## src/verilog/snoop_core_pkg.sv

```systemverilog
`default_nettype none

// Widths of the checksum result, packet length and statistics
package snoop_core_pkg;

    // Ones'-complement checksum width
    localparam int CSUM_W = 16;

    // Packet length in bytes
    // Up to 4096, one full buffer
    localparam int LEN_W = 13;

    // Packet and drop counters
    localparam int CNT_W = 16;

    // Captured byte counter
    localparam int BYTES_CNT_W = 32;

endpackage

`default_nettype wire

```

## src/verilog/snoop_stream_pkg.sv

```systemverilog
`default_nettype none

// Geometry of the tapped AXI-Stream link and of the packet buffer
package snoop_stream_pkg;

    // One stream word
    localparam int DATA_W = 64;

    // Byte lanes per word, one TKEEP bit each
    localparam int KEEP_W = DATA_W / 8;

    // Buffer address width
    // 512 words of 8 bytes hold a 4 KiB packet
    localparam int ADDR_W = 9;

    // Buffer depth in words
    localparam int BUF_WORDS = 1 << ADDR_W;

    // Per-beat byte count, must hold 0 up to KEEP_W
    localparam int INC_W = 4;

endpackage

`default_nettype wire

```

## src/verilog/checksum_core.sv

```systemverilog
`timescale 1ns/100ps
`default_nettype none

// Owns the packet buffer and checksums each captured packet
module checksum_core import snoop_stream_pkg::*, snoop_core_pkg::*; (
    input  logic              clk,
    input  logic              rst,
    // Capture side
    input  logic              wr_en_i,
    input  logic [INC_W-1:0]  byte_inc_i,
    input  logic              done_i,
    input  logic              rdy_ack_i,
    output logic              buf_rdy_o,
    // Buffer read port
    output logic              rd_en_o,
    output logic [ADDR_W-1:0] rd_addr_o,
    input  logic [DATA_W-1:0] rd_data_i,
    // Result
    output logic              result_valid_o,
    output logic [CSUM_W-1:0] result_csum_o,
    output logic [LEN_W-1:0]  result_len_o
);

    typedef enum logic [1:0] {
        S_IDLE,
        S_CLAIM,
        S_READ,
        S_DRAIN
    } core_state_t;

    core_state_t state;

    // Length tracking during the write
    logic [LEN_W-1:0]  len_acc;
    logic [LEN_W-1:0]  len_next;
    logic [LEN_W-1:0]  pkt_len;
    logic [ADDR_W-1:0] last_word;
    logic [ADDR_W-1:0] last_word_next;

    // Read pipeline, aligned with rd_data_i
    logic              rd_vld;
    logic              rd_last;
    logic [ADDR_W-1:0] rd_idx;
    logic              fold_go;

    // Summing datapath
    logic [LEN_W-1:0]       byte_pos;
    logic [DATA_W-1:0]      masked;
    logic [CSUM_W+1:0]      word_sum;
    logic [CSUM_W+ADDR_W+1:0] acc;
    logic [CSUM_W:0]        fold1;
    logic [CSUM_W-1:0]      fold2;

    // Buffer is free only when idle
    assign buf_rdy_o = (state == S_IDLE);
    assign rd_en_o = (state == S_READ);

    // The done beat is also written, so its bytes count too
    assign len_next = len_acc + (wr_en_i ? LEN_W'(byte_inc_i) : LEN_W'(0));
    // Index of the last word holding packet bytes
    assign last_word_next = (len_next == '0) ? '0 :
                            ADDR_W'((len_next - LEN_W'(1)) / LEN_W'(KEEP_W));

    always_ff @(posedge clk) begin
        if (rst) begin
            state <= S_IDLE;
            rd_addr_o <= '0;
            rd_vld <= 1'b0;
            rd_last <= 1'b0;
            fold_go <= 1'b0;
            result_valid_o <= 1'b0;
        end else begin
            rd_vld <= rd_en_o;
            rd_last <= rd_en_o && (rd_addr_o == last_word);
            fold_go <= rd_vld && rd_last;
            result_valid_o <= fold_go;
            case (state)
                S_IDLE: begin
                    if (rdy_ack_i) begin
                        state <= S_CLAIM;
                    end
                end
                S_CLAIM: begin
                    if (done_i) begin
                        rd_addr_o <= '0;
                        state <= S_READ;
                    end
                end
                S_READ: begin
                    // One word per cycle up to the last one
                    rd_addr_o <= rd_addr_o + ADDR_W'(1);
                    if (rd_addr_o == last_word) begin
                        state <= S_DRAIN;
                    end
                end
                S_DRAIN: begin
                    // Hand the buffer back the cycle after the result
                    if (result_valid_o) begin
                        state <= S_IDLE;
                    end
                end
                default: state <= S_IDLE;
            endcase
        end
    end

    // Datapath registers
    always_ff @(posedge clk) begin
        rd_idx <= rd_addr_o;
        if (state == S_IDLE) begin
            len_acc <= '0;
        end else if (wr_en_i) begin
            len_acc <= len_next;
        end
        if (state == S_CLAIM && done_i) begin
            pkt_len <= len_next;
            last_word <= last_word_next;
            acc <= '0;
        end else if (rd_vld) begin
            acc <= acc + ($bits(acc))'(word_sum);
        end
        if (fold_go) begin
            // Internet style, complement of the ones'-complement sum
            result_csum_o <= ~fold2;
            result_len_o <= pkt_len;
        end
    end

    // Zero the bytes past the packet end, then add the 16-bit lanes
    // Byte 2k is the high byte and byte 2k+1 the low byte of lane k
    always_comb begin
        masked = '0;
        byte_pos = '0;
        word_sum = '0;
        for (int b = 0; b < KEEP_W; b++) begin
            byte_pos = LEN_W'(rd_idx) * LEN_W'(KEEP_W) + LEN_W'(b);
            if (byte_pos < pkt_len) begin
                masked[8*b +: 8] = rd_data_i[8*b +: 8];
            end
        end
        for (int k = 0; k < KEEP_W / 2; k++) begin
            word_sum = word_sum + (CSUM_W+2)'({masked[16*k +: 8], masked[16*k+8 +: 8]});
        end
    end

    // End-around carry, two steps cover the accumulator width
    always_comb begin
        fold1 = (CSUM_W+1)'(acc[CSUM_W-1:0]) + (CSUM_W+1)'(acc[$bits(acc)-1:CSUM_W]);
        fold2 = fold1[CSUM_W-1:0] + CSUM_W'(fold1[CSUM_W]);
    end

    // Capture must not finish a packet before the last one is summed
    a_done_claimed: assert property (@(posedge clk) disable iff (rst)
        done_i |-> state == S_CLAIM)
        else $error("checksum_core: done while the buffer is not claimed");

endmodule

`default_nettype wire

```

## config.mk

```make
export PLATFORM = sky130hd
export DESIGN_NAME = checksum_core
export DESIGN_NICKNAME = d
export VERILOG_FILES = /design/src/verilog/snoop_core_pkg.sv /design/src/verilog/snoop_stream_pkg.sv /design/src/verilog/checksum_core.sv
export SDC_FILE = /design/constraint.sdc
export NUM_CORES = 1
export LEC_CHECK = 0
export BUFFER_PORTS_ARGS = -buffer_cell sky130_fd_sc_hd__buf_2
export CAP_MARGIN = 0
export CORE_MARGIN = 3
export CORE_UTILIZATION = 59
export DETAILED_ROUTE_END_ITERATION = 16
export GPL_ROUTABILITY_DRIVEN = 0
export PLACE_DENSITY = 0.86
export SYNTH_ARGS = -nofsm -noshare
export SYNTH_HDL_FRONTEND = slang
export SYNTH_SLANG_ARGS = --single-unit
```

## constraint.sdc

```tcl
create_clock -name clk -period 6.9 [get_ports clk]
set_input_delay 1.725 -clock clk [delete_from_list [all_inputs] [get_ports clk]]
set_output_delay 1.725 -clock clk [all_outputs]
set_load 0.005 [all_outputs]
```

==> impl_metrics.tcl <==
set metrics [dict create \
    outcome "completed" \
    seq_power_share 0.269 \
    diodes 0 \
    p_clk_frac 0.275 \
    grt_max_degree 48 \
    grt_first_pass_wirelength_um 31200 \
    worstSetupPathType "reg -> reg" \
    required_ps 7180 \
    synth_area_leaders "edfxtp_1 18%, dfxtp_1 15%, fa_1 12%, ha_1 8.3%, inv_1 4.5%" \
    synth-compound-area-share 0.127 \
    ys_ff_latch 115 \
    seq_area_um2 2810 \
    slew_headroom 0.556 \
    grtUsageMet3 0.0472 \
    drc 0 \
    antenna_found_initial 0 \
    r2r_start "pkt_len[6]" \
    postCtsSetupBuffers 0 \
    synth_xor_area_frac 0.0781 \
    ant_nets 0 \
    final_area_um2 9690 \
    muxShareOfSynthArea 0.0207 \
    power.share.switching 0.388 \
    internal_power_mw 2.07 \
    cts_sinks 115 \
    syn_to_final_growth_pct 16.8 \
    syn_area_um2 8300 \
    grt_pass1_vias 6519 \
    clockRootBuffer "clkbuf_16" \
    synth_top_area_frac 0.185 \
    startpoint "pkt_len[6]" \
    leakagePower_nw 4.41 \
    max_freq_ghz 0.155 \
    ys_warn_count 0 \
    maxCapViolations 0 \
    cts.repair.resized 0 \
    ctsHtreeMaxLevel 4 \
    dr.pass1.iters 6 \
    holdBufCountCts 0 \
    worst_slew_pin_slew_ps 667 \
    grt_usage 0.245 \
    grt_overflow 0 \
    period_share 0.938 \
    wl_um 19000 \
    cts_buffers 17 \
    layout-drive-gt1-share 0.169 \
    insertion_delay_ps 420 \
    clock_path_buffers 2 \
    viasPerCell 5.74 \
    coreArea_um2 13500 \
    synth-simple-area-share 0.178 \
    vias 6772 \
    wl_per_cell_um 16.2 \
    rsz0062_at_grt "no" \
    ys_seq_area_frac 0.339 \
    path_clk_slew_ps 60 \
    syn_nets 1050 \
    synthAdderAreaFrac 0.201 \
    p_per_area_nw_per_um2 349 \
    n_fill_cell 967 \
    syn_area_per_cell_um2 9.50 \
    multi_input_area_um2 5020 \
    worstPathArrival_ps 6750 \
    yosysUniqueCellTypes 67 \
    yosysTopAreaCell "edfxtp_1" \
    ir_worst_vdd_v 0.000191 \
    cp-end-kind "register" \
    r2r_slack_ps 430 \
    dp.final_hpwl_um 14400 \
    top_usage_layer "met2" \
    setup_viol 0 \
    synth_edf_count 51 \
    cts_tree "yes" \
    synth_top_family_by_area "adder cells" \
    comb_power_share 0.456 \
    min_path_type "reg -> reg" \
    cp_max_fo 12 \
    fin_setup_tns_ps 0 \
    die_area_um2 15500 \
    grt_util_met2 0.396 \
    use_met1 0.331 \
    async_reset_ff_frac 0 \
    p_sw_mw 1.31 \
    chipHeight_um 125 \
    io_buffers 113 \
    layout.nets 1167 \
    start_kind "register" \
    num_rows 42 \
    drv_slew 0 \
    start_util 0.614 \
    fin_crit_ps 6470 \
    skew_ps 8.63 \
    hold_viol_final 0 \
    ys.flop_type "dfxtp_1" \
    die_x_um 125 \
    drtIter0Drc 607 \
    place_area_um2 9060 \
    ios 114 \
    min_from "rd_addr_o[8]" \
    syn_inst 873 \
]
==> flip-flops by register name, indices dropped and copies added (netlist names), 2 cells and up <==
| signal | flops |
|---|---|
| acc | 27 |
| result_csum_o | 16 |
| len_acc | 13 |
| pkt_len | 13 |
| result_len_o | 13 |
| last_word | 9 |
| rd_addr_o | 9 |
| rd_idx | 9 |
| state | 2 |
==> worst max-delay path, stage by stage, from the launching register on <==
cell      delay (ps)
edfxtp_1         340
inv_1             50
ha_1             320
a21o_1           170
a21oi_1          140
o21bai_1          70
a21o_1           170
a21o_1           160
a21o_1           220
a21oi_1          440
buf_4            270
and3_1           200
fa_1             460
fa_1             550
inv_1             50
fa_1             490
inv_1             40
ha_1             380
a21o_1           230
a311o_1          310
a31o_1           210
a21o_1           220
a21o_1           200
o21ai_0          280
xor2_1           230
o22ai_1          110
==> worst paths after layout <==
| path | to | cells past startpoint |
|---|---|---|
| hold / removal | rd_idx[8] | 0 |
| setup reg to reg | acc[18] | 25 |
| setup / recovery | acc[18] | 25 |
| hold reg to reg | rd_idx[8] | 0 |
==> area by class of cell <==
class	instances	share of cell area
Multi-Input combinational cell	634	0.518
Inverter	101	0.0391
Tap cell	176	0.0227
Clock inverter	12	0.0158
Clock buffer	20	0.0493
Sequential cell	115	0.290
Timing Repair Buffer	121	0.0646
==> logic make-up (layout without fill, tap and decap cells) <==
group | count (synthesis) | count (layout)
flip-flops | 115 | 115
AND/OR/NAND/NOR | 284 | 284
AO/OA/AOI/OAI | 155 | 155
XOR/XNOR | 74 | 74
buffers and inverters | 124 | 254
multiplexers | 17 | 17
adder cells (fa/ha/maj) | 104 | 104
==> per-stage QoR <==
| stage | utilization | std cells | hold WS [ps] | total power [mW] | worst slack (ps) |
|---|---|---|---|---|---|
| floorplan | - | 873 | 400 | 2.07 | 940 |
| global placement | 0.671 | 1147 | 410 | 2.36 | 633 |
| detailed placement | 0.671 | 1147 | 424 | 2.41 | 497 |
| CTS | 0.717 | 1179 | 442 | 3.36 | 434 |
| global route | 0.717 | 1179 | 459 | 3.61 | 50.0 |
| finish | 0.717 | 1179 | 447 | 3.38 | 429 |
==> Yosys cell counts, drive strengths merged, types with 2 or more instances <==
library cell	number
xor2	36
nand4	7
nand2	39
nand2b	5
a22oi	2
a21o	21
o22ai	3
or2	6
a211oi	10
or3	12
a21oi	35
and3	39
a31oi	3
and2	43
o31a	2
a32oi	2
and4	2
o21ai	38
nand3	29
o31ai	4
nor2	71
nor2b	8
o211a	2
fa	49
nor3	16
dfxtp	64
clkbuf	19
mux2i	16
nor4	2
a21boi	2
a221oi	4
o21bai	5
buf	4
inv	100
o21a	6
xnor2	38
a22o	4
edfxtp	51
ha	55
==> metal layers <==
metal / wire (um) / vias to the layer above / share of wire
met4: 385 / 0 / 0.020
li1: - / 3234 / -
met1: 8320 / 3235 / 0.44
met5: 0 / - / 0
met3: 1260 / 42 / 0.066
met2: 9080 / 261 / 0.48
==> power by group through the flow <==
stage	Sequential, mW	Combinational [mW]	Clock (mW)
floorplan	0.886	1.18	0
global placement	0.916	1.45	0
detailed placement	0.919	1.50	0
CTS	0.907	1.52	0.930
global route	0.918	1.73	0.963
finish	0.908	1.54	0.930
==> cell usage in the layout, fill, tap and decap left out, types with 36 or more instances in the layout <==
cell type and n:
and2_1 43, buf_2 113, xor2_1 36, ha_1 55, nand2_1 39, inv_1 100, fa_1 49, xnor2_1 38
dfxtp_1 64, and3_1 39, edfxtp_1 51, nor2_1 71
(Power assumes the default switching activity.)
