### config.mk
export PLATFORM = sky130hd
export DESIGN_NAME = snoop_capture
export DESIGN_NICKNAME = d
export VERILOG_FILES = /design/src/verilog/snoop_stream_pkg.sv /design/src/verilog/snoop_capture.sv
export SDC_FILE = /design/constraint.sdc
export NUM_CORES = 1
export LEC_CHECK = 0
export ABC_CLOCK_PERIOD_IN_PS = 3000
export BUFFER_PORTS_ARGS = -buffer_cell sky130_fd_sc_hd__buf_2
export CORE_AREA = 2 2 65 67
export CTS_CLUSTER_SIZE = 25
export DETAILED_ROUTE_END_ITERATION = 8
export DIE_AREA = 0 0 67 69
export PLACE_DENSITY_LB_ADDON = 0.3
export SYNTH_ARGS = -nofsm -noshare
export SYNTH_HDL_FRONTEND = slang
export SYNTH_SLANG_ARGS = --single-unit
### constraint.sdc
create_clock -name clk -period 3 [get_ports clk]
set_input_delay 0.15 -clock clk [delete_from_list [all_inputs] [get_ports clk]]
set_output_delay 0.15 -clock clk [all_outputs]
set_load 0.01 [all_outputs]
### src/verilog/snoop_stream_pkg.sv
`default_nettype none

// Geometry of the tapped AXI-Stream link and of the packet buffer
package snoop_stream_pkg;

    // One stream word
    localparam int DATA_W = 64;

    // Byte lanes per word, one TKEEP bit each
    localparam int KEEP_W = DATA_W / 8;

    // Buffer address width
    // 512 words of 8 bytes hold a 4 KiB packet
    localparam int ADDR_W = 9;

    // Buffer depth in words
    localparam int BUF_WORDS = 1 << ADDR_W;

    // Per-beat byte count, must hold 0 up to KEEP_W
    localparam int INC_W = 4;

endpackage

`default_nettype wire

### src/verilog/snoop_capture.sv
`timescale 1ns/100ps
`default_nettype none

// Passive AXI-Stream tap that writes observed packets into the packet buffer
module snoop_capture import snoop_stream_pkg::*; #(
    // Register the tapped stream before use
    parameter int PIPE_IN = 0
) (
    input  logic              clk,
    input  logic              rst,
    // Observed stream, never driven back
    input  logic [DATA_W-1:0] sn_tdata_i,
    input  logic [KEEP_W-1:0] sn_tkeep_i,
    input  logic              sn_tvalid_i,
    input  logic              sn_tready_i,
    input  logic              sn_tlast_i,
    // Buffer handshake with the core
    input  logic              buf_rdy_i,
    output logic              rdy_ack_o,
    // Buffer write port
    output logic [ADDR_W-1:0] wr_addr_o,
    output logic [DATA_W-1:0] wr_data_o,
    output logic              wr_en_o,
    output logic [INC_W-1:0]  byte_inc_o,
    // Packet events
    output logic              done_o,
    output logic              drop_o
);

    // Same encoding as the original tap machine
    typedef enum logic [1:0] {
        NOT_STARTED = 2'b00,
        WAITING     = 2'b01,
        STARTED     = 2'b11
    } cap_state_t;

    cap_state_t state;

    // Stream as seen by the capture logic
    logic [DATA_W-1:0] s_tdata;
    logic [KEEP_W-1:0] s_tkeep;
    logic              s_tvalid;
    logic              s_tready;
    logic              s_tlast;

    logic take;
    logic last_take;

    generate
        if (PIPE_IN != 0) begin : g_pipe
            logic [DATA_W-1:0] tdata_q;
            logic [KEEP_W-1:0] tkeep_q;
            logic              tvalid_q;
            logic              tready_q;
            logic              tlast_q;

            // Only valid needs a reset, the rest is qualified by it
            always_ff @(posedge clk) begin
                if (rst) begin
                    tvalid_q <= 1'b0;
                end else begin
                    tvalid_q <= sn_tvalid_i;
                end
                tdata_q <= sn_tdata_i;
                tkeep_q <= sn_tkeep_i;
                tready_q <= sn_tready_i;
                tlast_q <= sn_tlast_i;
            end

            assign s_tdata = tdata_q;
            assign s_tkeep = tkeep_q;
            assign s_tvalid = tvalid_q;
            assign s_tready = tready_q;
            assign s_tlast = tlast_q;
        end else begin : g_direct
            assign s_tdata = sn_tdata_i;
            assign s_tkeep = sn_tkeep_i;
            assign s_tvalid = sn_tvalid_i;
            assign s_tready = sn_tready_i;
            assign s_tlast = sn_tlast_i;
        end
    endgenerate

    // A beat counts only when both sides agree
    assign take = s_tvalid && s_tready;
    assign last_take = take && s_tlast;

    always_ff @(posedge clk) begin
        if (rst) begin
            state <= NOT_STARTED;
        end else begin
            case (state)
                NOT_STARTED: begin
                    // Buffer offered; a last beat on the same cycle
                    // closes the unknown packet right away
                    if (buf_rdy_i) begin
                        state <= last_take ? STARTED : WAITING;
                    end
                end
                WAITING: begin
                    // Skip the rest of a packet whose start was missed
                    if (last_take) begin
                        state <= STARTED;
                    end
                end
                STARTED: begin
                    if (last_take && !buf_rdy_i) begin
                        state <= NOT_STARTED;
                    end
                end
                default: state <= NOT_STARTED;
            endcase
        end
    end

    // Mealy outputs
    assign rdy_ack_o = (state == NOT_STARTED) || ((state == STARTED) && last_take);
    assign wr_en_o = (state == STARTED) && take;
    assign done_o = (state == STARTED) && last_take;
    // Last beat of a packet that was never written
    assign drop_o = (state != STARTED) && last_take;
    assign wr_data_o = s_tdata;

    // Word address inside the packet, back to 0 after each packet
    always_ff @(posedge clk) begin
        if (rst) begin
            wr_addr_o <= '0;
        end else if (done_o) begin
            wr_addr_o <= '0;
        end else if (wr_en_o) begin
            wr_addr_o <= wr_addr_o + ADDR_W'(1);
        end
    end

    // Bytes in this beat, TKEEP population count
    always_comb begin
        byte_inc_o = '0;
        for (int i = 0; i < KEEP_W; i++) begin
            byte_inc_o = byte_inc_o + INC_W'(s_tkeep[i]);
        end
    end

    // Only the last beat may be partial
    a_full_keep: assert property (@(posedge clk) disable iff (rst)
        take && !s_tlast |-> s_tkeep == '1)
        else $error("snoop_capture: partial TKEEP on a non-last beat");

    // Lanes fill from lane 0 upward
    a_contig_keep: assert property (@(posedge clk) disable iff (rst)
        take |-> (s_tkeep & (s_tkeep + KEEP_W'(1))) == '0)
        else $error("snoop_capture: TKEEP not contiguous from lane 0");

    // A packet longer than the buffer would wrap onto word 0
    a_addr_bound: assert property (@(posedge clk) disable iff (rst)
        wr_en_o && !done_o |-> wr_addr_o != ADDR_W'(BUF_WORDS - 1))
        else $error("snoop_capture: packet overruns the buffer");

endmodule

`default_nettype wire

==> results of run 1 <==
==> synth_stat cells, drive strengths merged, types with 2 or more instances <==
cell and count:
buf 65, inv 16, a21oi 11, dfxtp 11, nand3 6, fa 4, ha 4, o31ai 4
or4 4, nand4 3, nor2 3, o21ai 3, nand2 2, or3 2, xnor2 2
==> worst min-delay path by stage <==
stage,slack (ps),startpoint,cells past startpoint,endpoint
3_3_place_gp,300,sn_tdata_i[49],0,wr_data_o[49]
5_1_grt,130,rst,2,state[0]
3_5_place_dp,300,sn_tdata_i[49],0,wr_data_o[49]
2_1_floorplan,230,rst,1,state[0]
4_1_cts,110,rst,2,state[0]
6_report,120,rst,2,state[0]
==> through the flow <==
step	area [um2]	instances	hold slack [ps]	utilization	setup slack (ps)
after global routing	955	165	125	0.244	27.9
after global placement	900	161	300	0.230	217
after floorplan	1180	147	229	-	398
after detailed placement	900	161	300	0.230	156
final	955	165	122	0.244	170
after CTS	945	165	114	0.241	155
==> layout by cell type, fill, tap and decap left out <==
master and n:
xnor2_2 1, xnor2_1 1, nand4_2 1, clkbuf_1 1, nand2_1 2, nor3_1 1, fa_2 1, a2111oi_0 1
nand4_1 2, dfxtp_1 11, clkbuf_8 3, a21o_1 1, o31ai_1 4, buf_2 30, o21ai_0 3, nand3_1 6
nand4b_1 1, nor2_1 3, nor2b_1 1, a21oi_1 11, inv_1 16, or4_1 4, or3_1 2, o22ai_1 1
ha_1 4, fa_1 3
==> cell type report <==
| class | instances | area share |
|---|---|---|
| clock buffer | 4 | 0.0472 |
| inverter | 16 | 0.0629 |
| multi-input combinational | 54 | 0.436 |
| sequential | 11 | 0.231 |
| tap | 50 | 0.0655 |
| timing repair buffer | 30 | 0.157 |
==> power groups by stage <==
| stage | sequential [uW] | clock [uW] | combinational, uW |
|---|---|---|---|
| 5_1_grt | 150 | 165 | 134 |
| 2_1_floorplan | 153 | 0 | 156 |
| 4_1_cts | 150 | 154 | 109 |
| 6_report | 150 | 152 | 115 |
| 3_5_place_dp | 153 | 0 | 109 |
| 3_3_place_gp | 153 | 0 | 106 |
==> flip-flops by register name, summed over array words and instances (netlist names) <==
register   cells
state          2
wr_addr_o      9
==> per-layer routing <==
| metal | GRT usage | part of all wire | up-vias |
|---|---|---|---|
| met5 | 0 | 0 | - |
| met4 | 0.129 | 0.12 | 0 |
| met3 | 0.0669 | 0.14 | 48 |
| met2 | 0.142 | 0.40 | 51 |
| met1 | 0.107 | 0.33 | 354 |
| li1 | - | - | 355 |
==> cell families (layout without fill, tap and decap cells) <==
group,after synthesis,after routing,synth area share
AOI/OAI and AO/OA,21,21,0.104
adders and majority gates,8,8,0.111
buffers and inverters,82,50,0.467
xor gates and xnor gates,2,2,0.0149
and+or+nand+nor,23,23,0.116
DFF,11,11,0.187
==> timing repair <==
action | CTS | global route
endpoints found under the hold margin | 0 | 0
resized for setup | 0 | 2
endpoints found under the setup margin | 0 | 1
==> critical path, cell delays in order <==
cell	delay (ps)
buf_2	110
fa_1	520
inv_1	50
fa_1	490
fa_1	400
inv_1	70
ha_1	160
inv_1	60
fa_2	510
inv_1	30
buf_2	120
==> out/summary.txt, run 1 <==
CP startpoint - sn_tkeep_i[0]
cell row count - 23
Tmin final - 2830 ps
layout cell share with drive strength beyond 1 - 0.313
FF/Latch Area - 220 um2
violation count after the first detailed-routing iteration - 36
Net Sw Power - 121 uW
R2R Setup Slk - 1420 ps
top post-synthesis cells by area - buf_4 41%, dfxtp_1 19%, fa_1 6.8%, inv_1 5.1%, a21oi_1 4.7%
Detail Route Antenna Nets - 0
clock network fraction of total power - 0.365
Pwr Total - 416 uW
Worst R2R End - wr_addr_o[0]
number of port buffers - 30
# setup viols final - 0
Crit. End Element - primary output
clk buf depth - 2
number of global-route vias before repair - 769
status - completed
Synthesized Nets - 233
R2R cell count - 4
Final Hold Fails - 0
RSZ-0062 raised after global routing - no
CTS tree - done
cts-stage hold buffer count - 0
EDFF count, synth - 0
Synth-to-Final Area Change - -18.8%
post-synthesis cell type count - 24
end of the critical path - byte_inc_o[1]
Tot GR Track Use - 0.110
cell leakage power - 0.000441 uW
I/O pin count - 159
FFs w/ async S/R, synth - 0
max cap viols - 0
Detailed Routing Iterations Pass 1 - 4
routed vias - 808
syn avg cell area - 8.00 um2
fmax - 0.353 GHz
Syn Std Cell Area - 1180 um2
Routed wire per std cell - 14.7 um
fin crit share - 0.943
DRC - 0
antenna cells - 0
Layout fillers - 466
Yosys top cell area share - 0.409
grt total ovfl - 0
first-pass GRT wire length - 3.81 mm
nets@finish - 202
Core Region - 3910 um2
root buffer cell - clkbuf_8
P_int - 296 uW
Final Max Tran Viols - 0
# H-tree levels - 1
reg2reg start - state[0]
clock latency on the worst-skew pair - 240 ps
cts bufs inserted - 3
net switching fraction of the power - 0.290
Least-Margin Pin Slew - 383 ps
die span in y - 69 um
Max FO, Critical Path - 2
# clock sinks - 11
Primary FF master, synth - dfxtp_1
die area - 4620 um2
postcts setup bufs - 0
CP Launch Type - input port
register area share after synthesis - 0.187
setup tns final - 0 ps
post-synthesis register bit count - 11
hold crit path type - input port to flop
final WL - 2.43 mm
DP Wirelength - 1.99 mm
Initial Utilization - 0.301
VDD IR max - 112 uV
CP Data Required Time - 2850 ps
Cells after Synth - 147
post-DR vias/cell - 4.90
Comb power frac - 0.275
sequential power share - 0.360
Setup Skew - 4.20 ps
pin count of the biggest net entering global routing - 18
Ys Warns - 0
Clk pin slew, worst setup/hold paths - 50 ps
Crit Path Category - input port to primary output
leading area contributor after synthesis - buf_4
area of the multi-input gates - 417 um2
die width - 67 um
initial antenna violation count - 0
max_slew headroom - 0.744
PD cells - 436 nW/um2
routability cong. - 0.734
Worst EP arrival - 2680 ps
(Power assumes the default switching activity.)
==> run 2: changes to the inputs <==
--- a/config.mk
+++ b/config.mk
@@ -5,12 +5,12 @@
 export SDC_FILE = /design/constraint.sdc
 export NUM_CORES = 1
 export LEC_CHECK = 0
-export ABC_CLOCK_PERIOD_IN_PS = 3000
+export ABC_AREA = 1
 export BUFFER_PORTS_ARGS = -buffer_cell sky130_fd_sc_hd__buf_2
-export CORE_AREA = 2 2 65 67
+export CORE_AREA = 2 2 66 68
 export CTS_CLUSTER_SIZE = 25
 export DETAILED_ROUTE_END_ITERATION = 8
-export DIE_AREA = 0 0 67 69
+export DIE_AREA = 0 0 68 70
 export PLACE_DENSITY_LB_ADDON = 0.3
 export SYNTH_ARGS = -nofsm -noshare
 export SYNTH_HDL_FRONTEND = slang
==> out/summary.txt, run 2 <==
Commonest cells post-synth - 64 x buf_4, 24 x inv_1, 21 x nand2_1 (was 64 x buf_4, 16 x inv_1, 11 x a21oi_1, 11 x dfxtp_1, 6 x nand3_1)
# clock sinks - 11 (unchanged)
flip-flop count of the largest register after layout - 9 (unchanged)
syn avg cell area - 7.42 um2 (was 8.00 um2)
# setup viols final - 0 (unchanged)
die span in y - 70 um (was 69 um)
status - completed (unchanged)
first-pass GRT wire length - 3.33 mm (was 3.81 mm)
top post-synthesis cells by area - buf_4 38%, dfxtp_1 18%, inv_1 7.2%, fa_1 6.4%, nand2_1 6.3% (was buf_4 41%, dfxtp_1 19%, fa_1 6.8%, inv_1 5.1%, a21oi_1 4.7%)
DP Wirelength - 1.73 mm (was 1.99 mm)
# H-tree levels - 1 (unchanged)
number of port buffers - 30 (unchanged)
Layout fillers - 476 (was 466)
Max FO, Critical Path - 2 (unchanged)
Detail Route Antenna Nets - 0 (unchanged)
pin count of the biggest net entering global routing - 11 (was 18)
Yosys top cell area share - 0.383 (was 0.409)
commonest non-fill, non-tap cell in the layout - buf_2 (unchanged)
CTS tree - done (unchanged)
initial antenna violation count - 0 (unchanged)
DP Cell Count - 187 (was 161)
Net Sw Power - 117 uW (was 121 uW)
I/O pin count - 159 (unchanged)
routed vias - 786 (was 808)
Crit Path Category - input port to primary output (unchanged)
die width - 68 um (was 67 um)
Clk pin slew, worst setup/hold paths - 50 ps (about the same)
net switching fraction of the power - 0.287 (was 0.290)
P_int - 291 uW (was 296 uW)
CP Data Required Time - 2850 ps (about the same)
cts-stage hold buffer count - 0 (unchanged)
sequential power share - 0.366 (was 0.360)
Cells after Synth - 169 (was 147)
grt total ovfl - 0 (unchanged)
Primary FF master, synth - dfxtp_1 (unchanged)
most frequent cell after synthesis - buf_4 (unchanged)
Top reg by flops - wr_addr_o (unchanged)
violation count after the first detailed-routing iteration - 21 (was 36)
Ys Warns - 0 (unchanged)
Detailed Routing Iterations Pass 1 - 4 (unchanged)
routability cong. - 0.716 (was 0.734)
die area - 4760 um2 (was 4620 um2)
Post-CTS Resized - 0 (unchanged)
utilization after layout - 0.249 (was 0.244)
VDD IR max - 287 uV (was 112 uV)
Setup Skew - 5.01 ps (was 4.20 ps)
Layout Cells excl Fill - 191 (was 165)
R2R Setup Slk - 1770 ps (was 1420 ps)
clock network fraction of total power - 0.362 (was 0.365)
Final Max Tran Viols - 0 (unchanged)
EDFF count, synth - 0 (unchanged)
setup tns final - 0 ps (unchanged)
Largest regs - wr_addr_o (9), state (2) (unchanged)
Worst R2R End - wr_addr_o[8] (was wr_addr_o[0])
number of global-route vias before repair - 782 (was 769)
nets@finish - 226 (was 202)
cell row count - 24 (was 23)
commonest non-fill, non-tap cells in the layout - 30 x buf_2, 24 x inv_1, 21 x nand2_1, 13 x nor2_1, 11 x dfxtp_1 (was 30 x buf_2, 16 x inv_1, 11 x a21oi_1, 11 x dfxtp_1, 6 x nand3_1)
layout cell share with drive strength beyond 1 - 0.288 (was 0.313)
post-synthesis register bit count - 11 (unchanged)
Core Region - 4140 um2 (was 3910 um2)
Worst EP arrival - 2650 ps (was 2680 ps)
DRC - 0 (unchanged)
postcts setup bufs - 0 (unchanged)
Tot GR Track Use - 0.0906 (was 0.110)
post-synthesis cell type count - 20 (was 24)
PD cells - 395 nW/um2 (was 436 nW/um2)
Final Hold Fails - 0 (unchanged)
clk buf depth - 2 (unchanged)
R2R cell count - 7 (was 4)
register area share after synthesis - 0.176 (was 0.187)
Initial Utilization - 0.303 (was 0.301)
Crit. End Element - primary output (unchanged)
hold crit path type - input port to flop (unchanged)
root buffer cell - clkbuf_8 (unchanged)
Comb power frac - 0.272 (was 0.275)
fin crit share - 0.934 (was 0.943)
Tmin final - 2800 ps (was 2830 ps)
min-delay src - rst (unchanged)
reg2reg start - wr_addr_o[0] (was state[0])
Least-Margin Pin Slew - 332 ps (was 383 ps)
cell leakage power - 0.000551 uW (was 0.000441 uW)
Routed wire per std cell - 10.7 um (was 14.7 um)
max_slew headroom - 0.778 (was 0.744)
RSZ-0062 raised after global routing - no (unchanged)
CP Launch Type - input port (unchanged)
hold path cells - 2 (unchanged)
Synth-to-Final Area Change - -17.6% (was -18.8%)
antenna cells - 0 (unchanged)
FFs w/ async S/R, synth - 0 (unchanged)
hold worst-path end - state[1] (was state[0])
Synthesized Nets - 255 (was 233)
leading area contributor after synthesis - buf_4 (unchanged)
fmax - 0.357 GHz (was 0.353 GHz)
cts bufs inserted - 3 (unchanged)
post-DR vias/cell - 4.12 (was 4.90)
clock latency on the worst-skew pair - 240 ps (about the same)
max cap viols - 0 (unchanged)
final WL - 2.05 mm (was 2.43 mm)
Syn Std Cell Area - 1250 um2 (was 1180 um2)
==> run 2: layout make-up <==
| class | instances | area [um2] | share of cell area |
|---|---|---|---|
| timing repair buffer | 30 | 150 | 0.145 |
| inverter | 24 | 90.1 | 0.0872 |
| multi-input combinational | 70 | 463 | 0.448 |
| tap | 52 | 65.1 | 0.0630 |
| clock buffer | 4 | 45.0 | 0.0436 |
| sequential | 11 | 220 | 0.213 |
==> run 2: worst max-delay path, stage by stage <==
cell and delay [ps]:
buf_2 110, fa_1 520, inv_1 50, fa_1 490, fa_1 400, inv_1 60, ha_1 170, inv_1 60
fa_1 370, xnor2_1 130, buf_2 150
==> run 2: worst max-delay path by stage <==
| stage | slack, ps | startpoint | to |
|---|---|---|---|
| global route | 90 | sn_tkeep_i[0] | byte_inc_o[2] |
| global placement | 200 | sn_tkeep_i[0] | byte_inc_o[2] |
| floorplan | 400 | sn_tkeep_i[0] | byte_inc_o[2] |
| CTS | 170 | sn_tkeep_i[0] | byte_inc_o[2] |
| finish | 200 | sn_tkeep_i[0] | byte_inc_o[2] |
| detailed placement | 170 | sn_tkeep_i[0] | byte_inc_o[2] |
==> run 2: power by group through the flow <==
| stage | Combinational, uW | Clock (uW) | Sequential [uW] |
|---|---|---|---|
| 6_report | 111 | 148 | 150 |
| 5_1_grt | 127 | 165 | 150 |
| 4_1_cts | 114 | 156 | 149 |
| 3_5_place_dp | 114 | 0 | 153 |
| 3_3_place_gp | 113 | 0 | 152 |
| 2_1_floorplan | 160 | 0 | 152 |
==> run 2: per-stage QoR <==
step / cell area [um2] / hold slack (ps) / total power [uW] / worst slack [ps]
after floorplan: 1250 / 219 / 312 / 397
after global placement: 988 / 300 / 266 / 202
after detailed placement: 988 / 300 / 266 / 171
after CTS: 1030 / 139 / 419 / 172
after global routing: 1030 / 146 / 442 / 92.1
final: 1030 / 143 / 408 / 198
==> run 2: per-layer routing <==
layer / track usage / vias to the layer above / wire (um)
li1: - / 391 / -
met1: 0.0948 / 331 / 760
met2: 0.147 / 50 / 989
met3: 0.0419 / 14 / 229
met4: 0.0489 / 0 / 72
met5: 0 / - / 0
==> run 2: cells by family after synthesis <==
| logic type | after synthesis | share of synthesized area |
|---|---|---|
| XOR/XNOR | 1 | 0.00699 |
| adder cells (fa/ha/maj) | 8 | 0.104 |
| AO/OA/AOI/OAI | 16 | 0.0719 |
| buffers and inverters | 88 | 0.455 |
| flip-flops | 11 | 0.176 |
| AND/OR/NAND/NOR | 45 | 0.187 |
