[config.mk]
export PLATFORM = sky130hd
export DESIGN_NAME = snoop_stats
export DESIGN_NICKNAME = d
export VERILOG_FILES = /design/src/verilog/snoop_core_pkg.sv /design/src/verilog/snoop_stream_pkg.sv /design/src/verilog/snoop_stats.sv
export SDC_FILE = /design/constraint.sdc
export NUM_CORES = 1
export LEC_CHECK = 0
export BUFFER_PORTS_ARGS = -buffer_cell sky130_fd_sc_hd__buf_2
export CAP_MARGIN = 20
export CORE_ASPECT_RATIO = 1.5
export CORE_UTILIZATION = 35
export DETAILED_ROUTE_END_ITERATION = 8
export HOLD_SLACK_MARGIN = 0.02
export PLACE_DENSITY = 0.65
export SLEW_MARGIN = 20
export SYNTH_ARGS = -nofsm -noshare
export SYNTH_HDL_FRONTEND = slang
export SYNTH_SLANG_ARGS = --single-unit
[constraint.sdc]
create_clock -name clk -period 1.85 [get_ports clk]
set_input_delay 0.0925 -clock clk [delete_from_list [all_inputs] [get_ports clk]]
set_output_delay 0.0925 -clock clk [all_outputs]
set_load 0.05 [all_outputs]
[src/verilog/snoop_core_pkg.sv]
`default_nettype none

// Widths of the checksum result, packet length and statistics
package snoop_core_pkg;

    // Ones'-complement checksum width
    localparam int CSUM_W = 16;

    // Packet length in bytes
    // Up to 4096, one full buffer
    localparam int LEN_W = 13;

    // Packet and drop counters
    localparam int CNT_W = 16;

    // Captured byte counter
    localparam int BYTES_CNT_W = 32;

endpackage

`default_nettype wire

[src/verilog/snoop_stream_pkg.sv]
`default_nettype none

// Geometry of the tapped AXI-Stream link and of the packet buffer
package snoop_stream_pkg;

    // One stream word
    localparam int DATA_W = 64;

    // Byte lanes per word, one TKEEP bit each
    localparam int KEEP_W = DATA_W / 8;

    // Buffer address width
    // 512 words of 8 bytes hold a 4 KiB packet
    localparam int ADDR_W = 9;

    // Buffer depth in words
    localparam int BUF_WORDS = 1 << ADDR_W;

    // Per-beat byte count, must hold 0 up to KEEP_W
    localparam int INC_W = 4;

endpackage

`default_nettype wire

[src/verilog/snoop_stats.sv]
`timescale 1ns/100ps
`default_nettype none

// Running statistics of the tap, all counters saturate
module snoop_stats import snoop_stream_pkg::*, snoop_core_pkg::*; (
    input  logic                   clk,
    input  logic                   rst,
    input  logic                   done_i,
    input  logic                   drop_i,
    input  logic [INC_W-1:0]       byte_inc_i,
    input  logic                   wr_en_i,
    output logic [CNT_W-1:0]       pkt_count_o,
    output logic [CNT_W-1:0]       drop_count_o,
    output logic [BYTES_CNT_W-1:0] byte_count_o
);

    // Byte sum with one carry bit for saturation
    logic [BYTES_CNT_W:0] byte_sum;

    assign byte_sum = {1'b0, byte_count_o} + (BYTES_CNT_W+1)'(byte_inc_i);

    always_ff @(posedge clk) begin
        if (rst) begin
            pkt_count_o <= '0;
            drop_count_o <= '0;
            byte_count_o <= '0;
        end else begin
            // Captured packets
            if (done_i && pkt_count_o != '1) begin
                pkt_count_o <= pkt_count_o + CNT_W'(1);
            end
            // Dropped packets
            if (drop_i && drop_count_o != '1) begin
                drop_count_o <= drop_count_o + CNT_W'(1);
            end
            // Only written beats reach the byte count
            if (wr_en_i) begin
                byte_count_o <= byte_sum[BYTES_CNT_W] ? '1 : byte_sum[BYTES_CNT_W-1:0];
            end
        end
    end

endmodule

`default_nettype wire

==> results.sh, run 1 <==
export IMPL_nNetsFinal=486
export IMPL_final_util_pct=50.4
export IMPL_first_global_vias=3078
export IMPL_start_kind="flop"
export IMPL_cp_depth=8
export IMPL_finalClockSkew_ns=0.00489
export IMPL_grt_overflow=0
export IMPL_fp_dieH_um=119
export IMPL_fmax_mhz=522
export IMPL_hold_ws_ns=0.118
export IMPL_synthFlopType="dfxtp_1"
export IMPL_setup_slack_ns=-0.0673
export IMPL_synth_area_mux_share_pct=0.631
export IMPL_multiInputGateArea_sq_um=1980
export IMPL_total_leakage_power_uw=0.00183
export IMPL_period_share_pct=104
export IMPL_ys_warn_count=0
export IMPL_fillCellCount=839
export IMPL_status="complete, but fails checks"
export IMPL_finalSetupViolCount=6
export IMPL_area_delta_synth_final_pct=40.2
export IMPL_r2r_start="byte_count_o[0]"
export IMPL_core_rowCount=42
export IMPL_drt_iter0_drc=121
export IMPL_synth_simple_area_share_pct=27.9
export IMPL_failed_checks="setup timing"
export IMPL_worstPathRequired_ns=2.06
export IMPL_seq_area_frac_synth_pct=40.4
export IMPL_max_stage_delay_ns=0.36
export IMPL_grt_pass1_wl_um=13700
export IMPL_diodes=0
export IMPL_r2r_cells=8
export IMPL_cp_num_buf_inv=1
export IMPL_clockBufferDepth=2
export IMPL_grt_setup_unrepaired="true"
export IMPL_hp_class="in2reg"
export IMPL_syn_area_sq_um=3170
export IMPL_cap_violations=0
export IMPL_max_slew_worst_pin_slew_ns=0.475
export IMPL_end_kind="flop"
export IMPL_min_path_cells=3
export IMPL_ys_ff_latch=64
export IMPL_grt_total_usage_pct=18.1
export IMPL_post_drt_wl_per_cell_um=14.4
export IMPL_dr_max_layer_used="met4"
export IMPL_min_period_ns=1.92
export IMPL_drive_gt1_share_pct=45.9
export IMPL_maxSlewViolCount=0
export IMPL_wl_met3_um=273
export IMPL_syn_nets=384
export IMPL_viasPerCell=5.43
export IMPL_worstSetupPathType="reg2reg"
export IMPL_cp_cell_sequence="ha_4 > fa_2 > a211oi_4 > buf_4 > nor3_4 > and2_4 > a21oi_1 > nor3_2"
export IMPL_slowest_stage="fa_2"
export IMPL_drt_total_wl_um=8420
export IMPL_dieArea_sq_um=9460
export IMPL_synth_compound_area_share_pct=12.8
export IMPL_htreeDepth=3
export IMPL_fp_dieW_um=79.8
export IMPL_grt_max_degree=32
export IMPL_final_hold_violation_count=0
export IMPL_synth_cells=368
export IMPL_slew_headroom_pct=68.3
export IMPL_synth_edf_count=0
export IMPL_wl_met2_um=4480
export IMPL_cts_buffers=9
export IMPL_start_util_pct=36.0
export IMPL_ctsHoldBuffers=0
export IMPL_min_delay_start="done_i"
export IMPL_ant_nets=0
export IMPL_cp_arrival_ns=2.12
export IMPL_synthArstFlopShare_pct=0
export IMPL_synth_fa_ha_area_share_pct=3.00
export IMPL_io_buffers=72
export IMPL_final_common_cell="buf_2"
export IMPL_synth_cell_types=45
export IMPL_drcViolationCount=0
export IMPL_cts_root_buf="clkbuf_16"
export IMPL_num_io_pins=73
export IMPL_r2r_setup_slack_ns=-0.07
export IMPL_hold_end="pkt_count_o[1]"
export IMPL_dp_hpwl_um=5820
export IMPL_ir_worst_vdd_mv=0.478
export IMPL_clk_pin_slew_worst_paths_ns=0.05
export IMPL_drtPass1Iterations=4
export IMPL_final_setup_tns_ns=-0.111
export IMPL_critPathTopFamily="adder cells"
export IMPL_synth_xor_area_share_pct=11.9
export IMPL_synth_top_family_by_area="simple AND/OR/NAND/NOR gates"
export IMPL_clk_latency_ns=0.32
export IMPL_wl_met1_um=3440
export IMPL_core_region_area_sq_um=8830
export IMPL_design_area_sq_um=4450
export IMPL_r2r_end="byte_count_o[16]"
export IMPL_powerDensity_nw_per_um2=758
export IMPL_critPathMaxFanout=5
export IMPL_via_count=3177
export IMPL_place_congestion=0.788
export IMPL_place_area_sq_um=3950
export IMPL_clock_sinks=64
export IMPL_antenna_found_initial=0
export IMPL_regArea_sq_um=1360
export IMPL_mostFrequentLayoutCells="72 x buf_2, 49 x dfxtp_2, 36 x nor2_1"
export IMPL_avgSynthCellArea_sq_um=8.63
export IMPL_cts_tree="yes"
==> synth_stat cells (6+ instances only) <==
master	number	area, sq um
dfxtp_1	64	1280
nor2_1	38	143
xor2_1	30	263
nand4_1	27	169
a21oi_1	26	130
nand2_1	23	86.3
nand3_1	21	105
nor3_1	13	65.1
xnor2_1	13	114
a31oi_1	10	62.6
and3_1	10	62.6
clkbuf_1	8	30.0
inv_1	8	30.0
o21ai_0	7	35.0
buf_2	6	30.0
ha_1	6	75.1
nor4_1	6	37.5
o21bai_1	6	45.0
==> per-layer routing <==
layer	global-route usage, %	vias to the layer above
met4	8.15	0
met2	32.6	77
li1	-	1544
met3	3.78	25
met5	0	-
met1	19.6	1531
==> power breakdown <==
part / total [uW] / switching, uW / internal, uW
sequential: 1420 / 23.1 / 1400
combinational: 349 / 219 / 131
clock: 1600 / 620 / 982
total: 3370 / 862 / 2510
==> cells by family after synthesis <==
group | count (synthesis)
buf+inv | 24
fa+ha+maj | 7
compound gates | 64
flops | 64
xor+xnor | 43
mux | 2
simple gates | 164
==> worst min-delay path, cell delays in order <==
cell	delay [ns]
buf_2	0.16
nand3_1	0.09
a21oi_1	0.05
==> layout make-up <==
| type | instances | share of cell area (%) |
|---|---|---|
| Multi-Input combinational cell | 280 | 44.6 |
| Inverter | 8 | 0.675 |
| Sequential cell | 64 | 30.6 |
| Clock inverter | 5 | 0.647 |
| Clock buffer | 11 | 5.71 |
| Timing Repair Buffer | 107 | 14.7 |
| Tap cell | 110 | 3.09 |
==> flip-flops by register name, summed over array words and instances, names as in the netlist <==
register	cells
drop_count_o	16
byte_count_o	32
pkt_count_o	16
==> what timing repair did <==
| item | CTS | global route |
|---|---|---|
| setup endpoints to repair | 24 | 37 |
| gates resized for setup | 2 | 36 |
| gates cloned | 0 | 1 |
| pin swaps | 3 | 15 |
| setup buffers | 1 | 4 |
==> stage by stage <==
step,worst slack [ns],instances,power [uW]
6_report,-0.0673,585,3370
5_1_grt,-0.134,585,3510
4_1_cts,-0.0294,580,3390
3_5_place_dp,-0.0687,563,1760
3_3_place_gp,-0.0374,563,1750
2_1_floorplan,-0.0566,368,1650
==> worst max-delay path by stage <==
| stage | start | to | slack, ns |
|---|---|---|---|
| after floorplan | byte_count_o[0] | byte_count_o[30] | -0.06 |
| after global placement | byte_count_o[0] | byte_count_o[30] | -0.04 |
| after detailed placement | byte_count_o[0] | byte_count_o[30] | -0.07 |
| after CTS | byte_count_o[0] | byte_count_o[16] | -0.03 |
| after global routing | byte_count_o[0] | byte_count_o[16] | -0.13 |
| final | byte_count_o[0] | byte_count_o[16] | -0.07 |
Power figures use the tool's default switching activity.
==> inputs of run 2 (changes only) <==
--- a/config.mk
+++ b/config.mk
@@ -8,6 +8,7 @@
 export BUFFER_PORTS_ARGS = -buffer_cell sky130_fd_sc_hd__buf_2
 export CAP_MARGIN = 20
 export CORE_ASPECT_RATIO = 1.5
+export CORE_MARGIN = 4
 export CORE_UTILIZATION = 35
 export DETAILED_ROUTE_END_ITERATION = 8
 export HOLD_SLACK_MARGIN = 0.02
==> run 2 against run 1 <==
The flow still finishes with violations (setup timing). Register-to-register slack improved by 0.04 ns. Critical path type unchanged. Via count decreased by 0.25%. Combinational power decreased by 13%. Global-route usage decreased by 2.0 points. Flip-flop and latch count unchanged.
==> results.sh, run 2 (synthesized netlist as in run 1, its figures left out) <==
export IMPL_ctsHoldBuffers=0
export IMPL_slew_headroom_pct=71.2
export IMPL_slowest_stage="fa_2"
export IMPL_min_period_ns=1.88
export IMPL_grt_setup_unrepaired="true"
export IMPL_nNetsFinal=488
export IMPL_area_delta_synth_final_pct=39.0
export IMPL_grt_pass1_wl_um=14000
export IMPL_max_stage_delay_ns=0.40
export IMPL_p_total_uw=3420
export IMPL_finalSetupViolCount=16
export IMPL_cts_buffers=9
export IMPL_setup_slack_ns=-0.0270
export IMPL_critPathMaxFanout=5
export IMPL_fp_dieH_um=125
export IMPL_drt_total_wl_um=8570
export IMPL_dieArea_sq_um=10700
export IMPL_grt_util_met1_pct=17.8
export IMPL_critPathTopFamily="adder cells"
export IMPL_worstPathRequired_ns=2.11
export IMPL_viasPerCell=5.41
export IMPL_largest_register="byte_count_o"
export IMPL_status="complete, but fails checks"
export IMPL_clk_pin_slew_worst_paths_ns=0.05
export IMPL_period_share_pct=101
export IMPL_first_global_vias=3084
export IMPL_core_region_area_sq_um=8830
export IMPL_min_path_cells=3
export IMPL_clockBufferDepth=2
export IMPL_cts_root_buf="clkbuf_16"
export IMPL_top_usage_layer="met2"
export IMPL_cap_violations=0
export IMPL_maxSlewViolCount=0
export IMPL_cp_cell_sequence="ha_4 > fa_2 > a211oi_2 > buf_4 > nor3_2 > and2_4 > and4_1 > nor3_2"
export IMPL_cts_tree="yes"
export IMPL_drcViolationCount=0
export IMPL_grtUsageMet3_pct=2.38
export IMPL_dp_hpwl_um=6030
export IMPL_r2r_end="byte_count_o[16]"
export IMPL_top_regs="byte_count_o x32, drop_count_o x16, pkt_count_o x16"
export IMPL_drive_gt1_share_pct=44.3
export IMPL_fillCellCount=853
export IMPL_hp_class="in2reg"
export IMPL_cp_arrival_ns=2.13
export IMPL_worstSetupPathType="reg2reg"
export IMPL_clk_latency_ns=0.33
export IMPL_grt_max_degree=35
export IMPL_final_common_cell="buf_2"
export IMPL_htreeDepth=3
export IMPL_post_drt_wl_per_cell_um=14.6
export IMPL_num_io_pins=73
export IMPL_clock_sinks=64
export IMPL_r2r_cells=8
export IMPL_grt_total_usage_pct=16.0
export IMPL_gr_usage_met2_pct=28.5
export IMPL_start_util_pct=36.0
export IMPL_diodes=0
export IMPL_final_setup_tns_ns=-0.257
export IMPL_powerDensity_nw_per_um2=775
export IMPL_ant_nets=0
export IMPL_ir_worst_vdd_mv=0.507
export IMPL_drt_iter0_drc=93
export IMPL_final_hold_violation_count=0
export IMPL_io_buffers=72
export IMPL_hold_end="pkt_count_o[1]"
export IMPL_core_rowCount=42
export IMPL_r2r_setup_slack_ns=-0.03
export IMPL_drtPass1Iterations=4
export IMPL_min_delay_start="done_i"
export IMPL_path_common_cell="nor3_2"
export IMPL_mostFrequentLayoutCells="72 x buf_2, 49 x dfxtp_2, 37 x nor2_1"
export IMPL_cp_num_buf_inv=1
export IMPL_grt_overflow=0
export IMPL_total_leakage_power_uw=0.00184
export IMPL_via_count=3169
export IMPL_largest_reg_flops=32
export IMPL_fp_dieW_um=85.8
export IMPL_start_kind="flop"
export IMPL_r2r_start="byte_count_o[0]"
export IMPL_max_slew_worst_pin_slew_ns=0.428
export IMPL_fmax_mhz=533
export IMPL_multiInputGateArea_sq_um=1900
export IMPL_finalClockSkew_ns=0.00352
export IMPL_end_kind="flop"
export IMPL_place_congestion=0.818
export IMPL_antenna_found_initial=0
export IMPL_regArea_sq_um=1360
export IMPL_failed_checks="setup timing"
[run 2: cell count changes in the layout (fill, tap and decap cells not counted), sizes merged]
| cell | change |
|---|---|
| buf | +1 |
| clkbuf | +3 |
| clkinv | -1 |
| clkinvlp | -1 |
| inv | -1 |
[run 2: metrics by stage]
stage | setup WS (ns) | util (%) | hold slack (ns) | instances | area, sq um
4_1_cts | -0.00882 | 49.0 | 0.0946 | 586 | 4320
3_3_place_gp | -0.0350 | 45.4 | 0.439 | 570 | 4010
5_1_grt | -0.119 | 50.0 | 0.119 | 586 | 4410
6_report | -0.0270 | 50.0 | 0.104 | 586 | 4410
3_5_place_dp | -0.0542 | 45.4 | 0.448 | 570 | 4010
2_1_floorplan | -0.0566 | - | 0.302 | 368 | 3320
[run 2: worst max path at each step]
stage	start	endpoint	slack [ns]	depth (start not counted)
after floorplan	byte_count_o[0]	byte_count_o[30]	-0.06	8
after global placement	byte_count_o[0]	byte_count_o[28]	-0.03	8
after detailed placement	byte_count_o[0]	byte_count_o[28]	-0.05	8
after CTS	byte_count_o[0]	byte_count_o[16]	-0.009	8
after global routing	byte_count_o[0]	byte_count_o[14]	-0.12	8
final	byte_count_o[0]	byte_count_o[16]	-0.03	8
[run 2: metal layers]
layer | wire (um) | up-vias
met5 | 0 | -
met4 | 237 | 0
met3 | 353 | 18
met2 | 4510 | 84
met1 | 3470 | 1511
li1 | - | 1556
[run 2: worst register-to-register path, stage by stage, from the launching register on]
cell and delay [ns]:
dfxtp_4 0.35, ha_4 0.16, fa_2 0.40, a211oi_2 0.25
buf_4 0.15, nor3_2 0.05, and2_4 0.17, and4_1 0.17
nor3_2 0.09
[run 2: area by class of cell]
| class | instances | share of cell area [%] |
|---|---|---|
| multi-input combinational | 280 | 43.0 |
| sequential | 64 | 30.8 |
| timing repair buffer | 109 | 15.5 |
| clock buffer | 13 | 6.61 |
| tap | 110 | 3.12 |
| inverter | 8 | 0.680 |
| clock inverter | 2 | 0.227 |
[run 2: where the power goes]
part / switching, uW / internal [uW] / leakage [uW] / total (uW)
Clock: 605 / 1090 / 0.000153 / 1690
Sequential: 24.4 / 1400 / 0.000545 / 1430
Combinational: 196 / 109 / 0.00115 / 305
[run 2: what timing repair did]
action                     in CTS  in global routing
setup endpoints to repair       8                 32
buffers inserted                1                  0
hold endpoints to repair        0                  0
pin swaps                       7                 17
cloned                          0                  1
gates resized for setup         2                 18
==> inputs of run 3 (changes only) <==
--- a/config.mk
+++ b/config.mk
@@ -9,10 +9,10 @@
 export CAP_MARGIN = 20
 export CORE_ASPECT_RATIO = 1.5
 export CORE_MARGIN = 4
-export CORE_UTILIZATION = 35
+export CORE_UTILIZATION = 49
 export DETAILED_ROUTE_END_ITERATION = 8
 export HOLD_SLACK_MARGIN = 0.02
-export PLACE_DENSITY = 0.65
+export PLACE_DENSITY = 0.83
 export SLEW_MARGIN = 20
 export SYNTH_ARGS = -nofsm -noshare
 export SYNTH_HDL_FRONTEND = slang
==> run 3 against run 2 <==
The run still ends with setup timing left. Hold slack got worse by 0.029 ns. Cell area fell by 2.6%. Clock skew rose by 0.0095 ns. Register-to-register slack improved by 0.02 ns. Sequential share of layout area rose by 0.87 points. Setup slack improved by 0.020 ns. Final cell count fell by 7.3%. Non-clock buffer count fell by 8. Combinational power rose by 5%. Largest power group unchanged. Highest routed layer unchanged. Power fell by 6.5%. Die area fell by 26%.
==> results.sh, run 3 (synthesized netlist as in run 1, its figures left out) <==
export IMPL_status="complete, but fails checks"
export IMPL_failed_checks="setup timing"
export IMPL_via_count=3214
export IMPL_nNetsFinal=480
export IMPL_ant_nets=0
export IMPL_worstSetupPathType="reg2reg"
export IMPL_io_buffers=72
export IMPL_post_drt_wl_per_cell_um=15.7
export IMPL_drt_total_wl_um=8530
export IMPL_end_kind="flop"
export IMPL_hp_class="in2reg"
export IMPL_drcViolationCount=0
export IMPL_viasPerCell=5.92
export IMPL_clockBufferDepth=2
export IMPL_start_kind="flop"
export IMPL_clk_latency_ns=0.34
export IMPL_clk_pin_slew_worst_paths_ns=0.08
export IMPL_setup_slack_ns=-0.00697
export IMPL_path_common_cell="nor3_2"
export IMPL_fmax_mhz=539
export IMPL_core_rowCount=35
export IMPL_critPathMaxFanout=4
export IMPL_drtPass1Iterations=4
export IMPL_cap_violations=0
export IMPL_grt_max_degree=28
export IMPL_htreeDepth=3
export IMPL_dp_hpwl_um=5740
export IMPL_total_leakage_power_uw=0.00179
export IMPL_multiInputGateArea_sq_um=1920
export IMPL_fp_dieW_um=73.7
export IMPL_powerDensity_nw_per_um2=744
export IMPL_drt_iter0_drc=249
export IMPL_num_io_pins=73
export IMPL_clock_sinks=64
export IMPL_slowest_stage="dfxtp_4"
export IMPL_place_congestion=0.856
export IMPL_final_hold_violation_count=0
export IMPL_design_area_sq_um=4300
export IMPL_core_region_area_sq_um=6220
export IMPL_maxSlewViolCount=0
export IMPL_cp_arrival_ns=2.07
export IMPL_final_util_pct=69.2
export IMPL_start_util_pct=51.0
export IMPL_max_stage_delay_ns=0.36
export IMPL_top_regs="byte_count_o x32, drop_count_o x16, pkt_count_o x16"
export IMPL_place_ws_ns=-0.0623
export IMPL_hold_ws_ns=0.0753
export IMPL_diodes=0
export IMPL_finalClockSkew_ns=0.0131
export IMPL_largest_register="byte_count_o"
export IMPL_largest_reg_flops=32
export IMPL_antenna_found_initial=0
export IMPL_slew_headroom_pct=73.9
export IMPL_period_share_pct=100
export IMPL_grt_total_usage_pct=21.9
export IMPL_fp_dieH_um=107
export IMPL_regArea_sq_um=1360
export IMPL_dieArea_sq_um=7860
export IMPL_finalSetupViolCount=1
export IMPL_ir_worst_vdd_mv=0.634
export IMPL_ctsHoldBuffers=0
export IMPL_cts_buffers=9
export IMPL_final_common_cell="buf_2"
export IMPL_place_area_sq_um=3880
export IMPL_grt_overflow=0
export IMPL_cp_cell_sequence="ha_4 > fa_2 > a211oi_4 > buf_4 > nor3_2 > and2_4 > a21oi_1 > nor3_2"
export IMPL_max_slew_worst_pin_slew_ns=0.389
export IMPL_mostFrequentLayoutCells="72 x buf_2, 48 x dfxtp_2, 36 x nor2_1"
export IMPL_critPathTopFamily="adder cells"
export IMPL_cp_num_buf_inv=1
export IMPL_worstPathRequired_ns=2.06
export IMPL_p_total_uw=3200
export IMPL_drive_gt1_share_pct=42.2
export IMPL_first_global_vias=3104
export IMPL_grt_setup_unrepaired="true"
export IMPL_fillCellCount=480
export IMPL_cts_root_buf="clkbuf_8"
export IMPL_area_delta_synth_final_pct=35.5
export IMPL_min_period_ns=1.86
export IMPL_grt_pass1_wl_um=13900
export IMPL_cts_tree="yes"
run 3: cell count changes in the layout (fill, tap and decap cells not counted), moves of 3 or more:
cell | previous run | this run
clkbuf_16 | 11 | 1
bufinv_16 | 0 | 3
buf_4 | 31 | 23
clkbuf_8 | 3 | 10
a21oi_1 | 15 | 25
a21oi_2 | 11 | 1
run 3: worst register-to-register path: cells and delay by family (launching register included):
| family | cells | cell delay, ns |
|---|---|---|
| fa+ha+maj | 2 | 0.52 |
| flops | 1 | 0.36 |
| buf+inv | 1 | 0.15 |
| simple gates | 3 | 0.27 |
| compound gates | 2 | 0.43 |
run 3: final timing paths:
| kind | endpoint | slack (ns) | cells after the start | startpoint |
|---|---|---|---|---|
| setup reg to reg | byte_count_o[16] | -0.007 | 8 | byte_count_o[0] |
| hold reg to reg | byte_count_o[22] | 0.48 | 1 | byte_count_o[22] |
| setup / recovery | byte_count_o[16] | -0.007 | 8 | byte_count_o[0] |
| hold / removal | pkt_count_o[10] | 0.08 | 2 | rst |
run 3: timing repair:
item                       CTS  global route
gates resized for setup      2            20
setup buffers                2             2
setup endpoints to repair   26            34
pin swaps                    9            11
cloned                       1             1
run 3: layout make-up:
cell class	instances	share of cell area [%]
timing repair buffer	101	15.1
sequential	64	31.7
inverter	8	0.698
multi-input combinational	280	44.7
tap	74	2.15
clock buffer	10	3.20
clock inverter	6	2.47
run 3: stage by stage:
| stage | setup TNS (ns) | std cells |
|---|---|---|
| 5_1_grt | -0.695 | 543 |
| 3_5_place_dp | -0.456 | 521 |
| 3_3_place_gp | -0.00533 | 521 |
| 4_1_cts | -0.197 | 540 |
| 6_report | -0.00697 | 543 |
| 2_1_floorplan | -0.804 | 368 |
run 3: metal layers:
layer	track usage, %	up-vias	part of all wire, %
met3	5.72	32	6.1
met2	39.1	125	53
met1	23.8	1520	38
li1	-	1537	-
met5	0	-	0
met4	8.94	0	3.1
run 3: power breakdown:
part	internal, uW	total, uW	switching (uW)	leakage [uW]
Combinational	117	319	202	0.00112
Sequential	1400	1420	25.0	0.000545
Clock	925	1460	532	0.000120
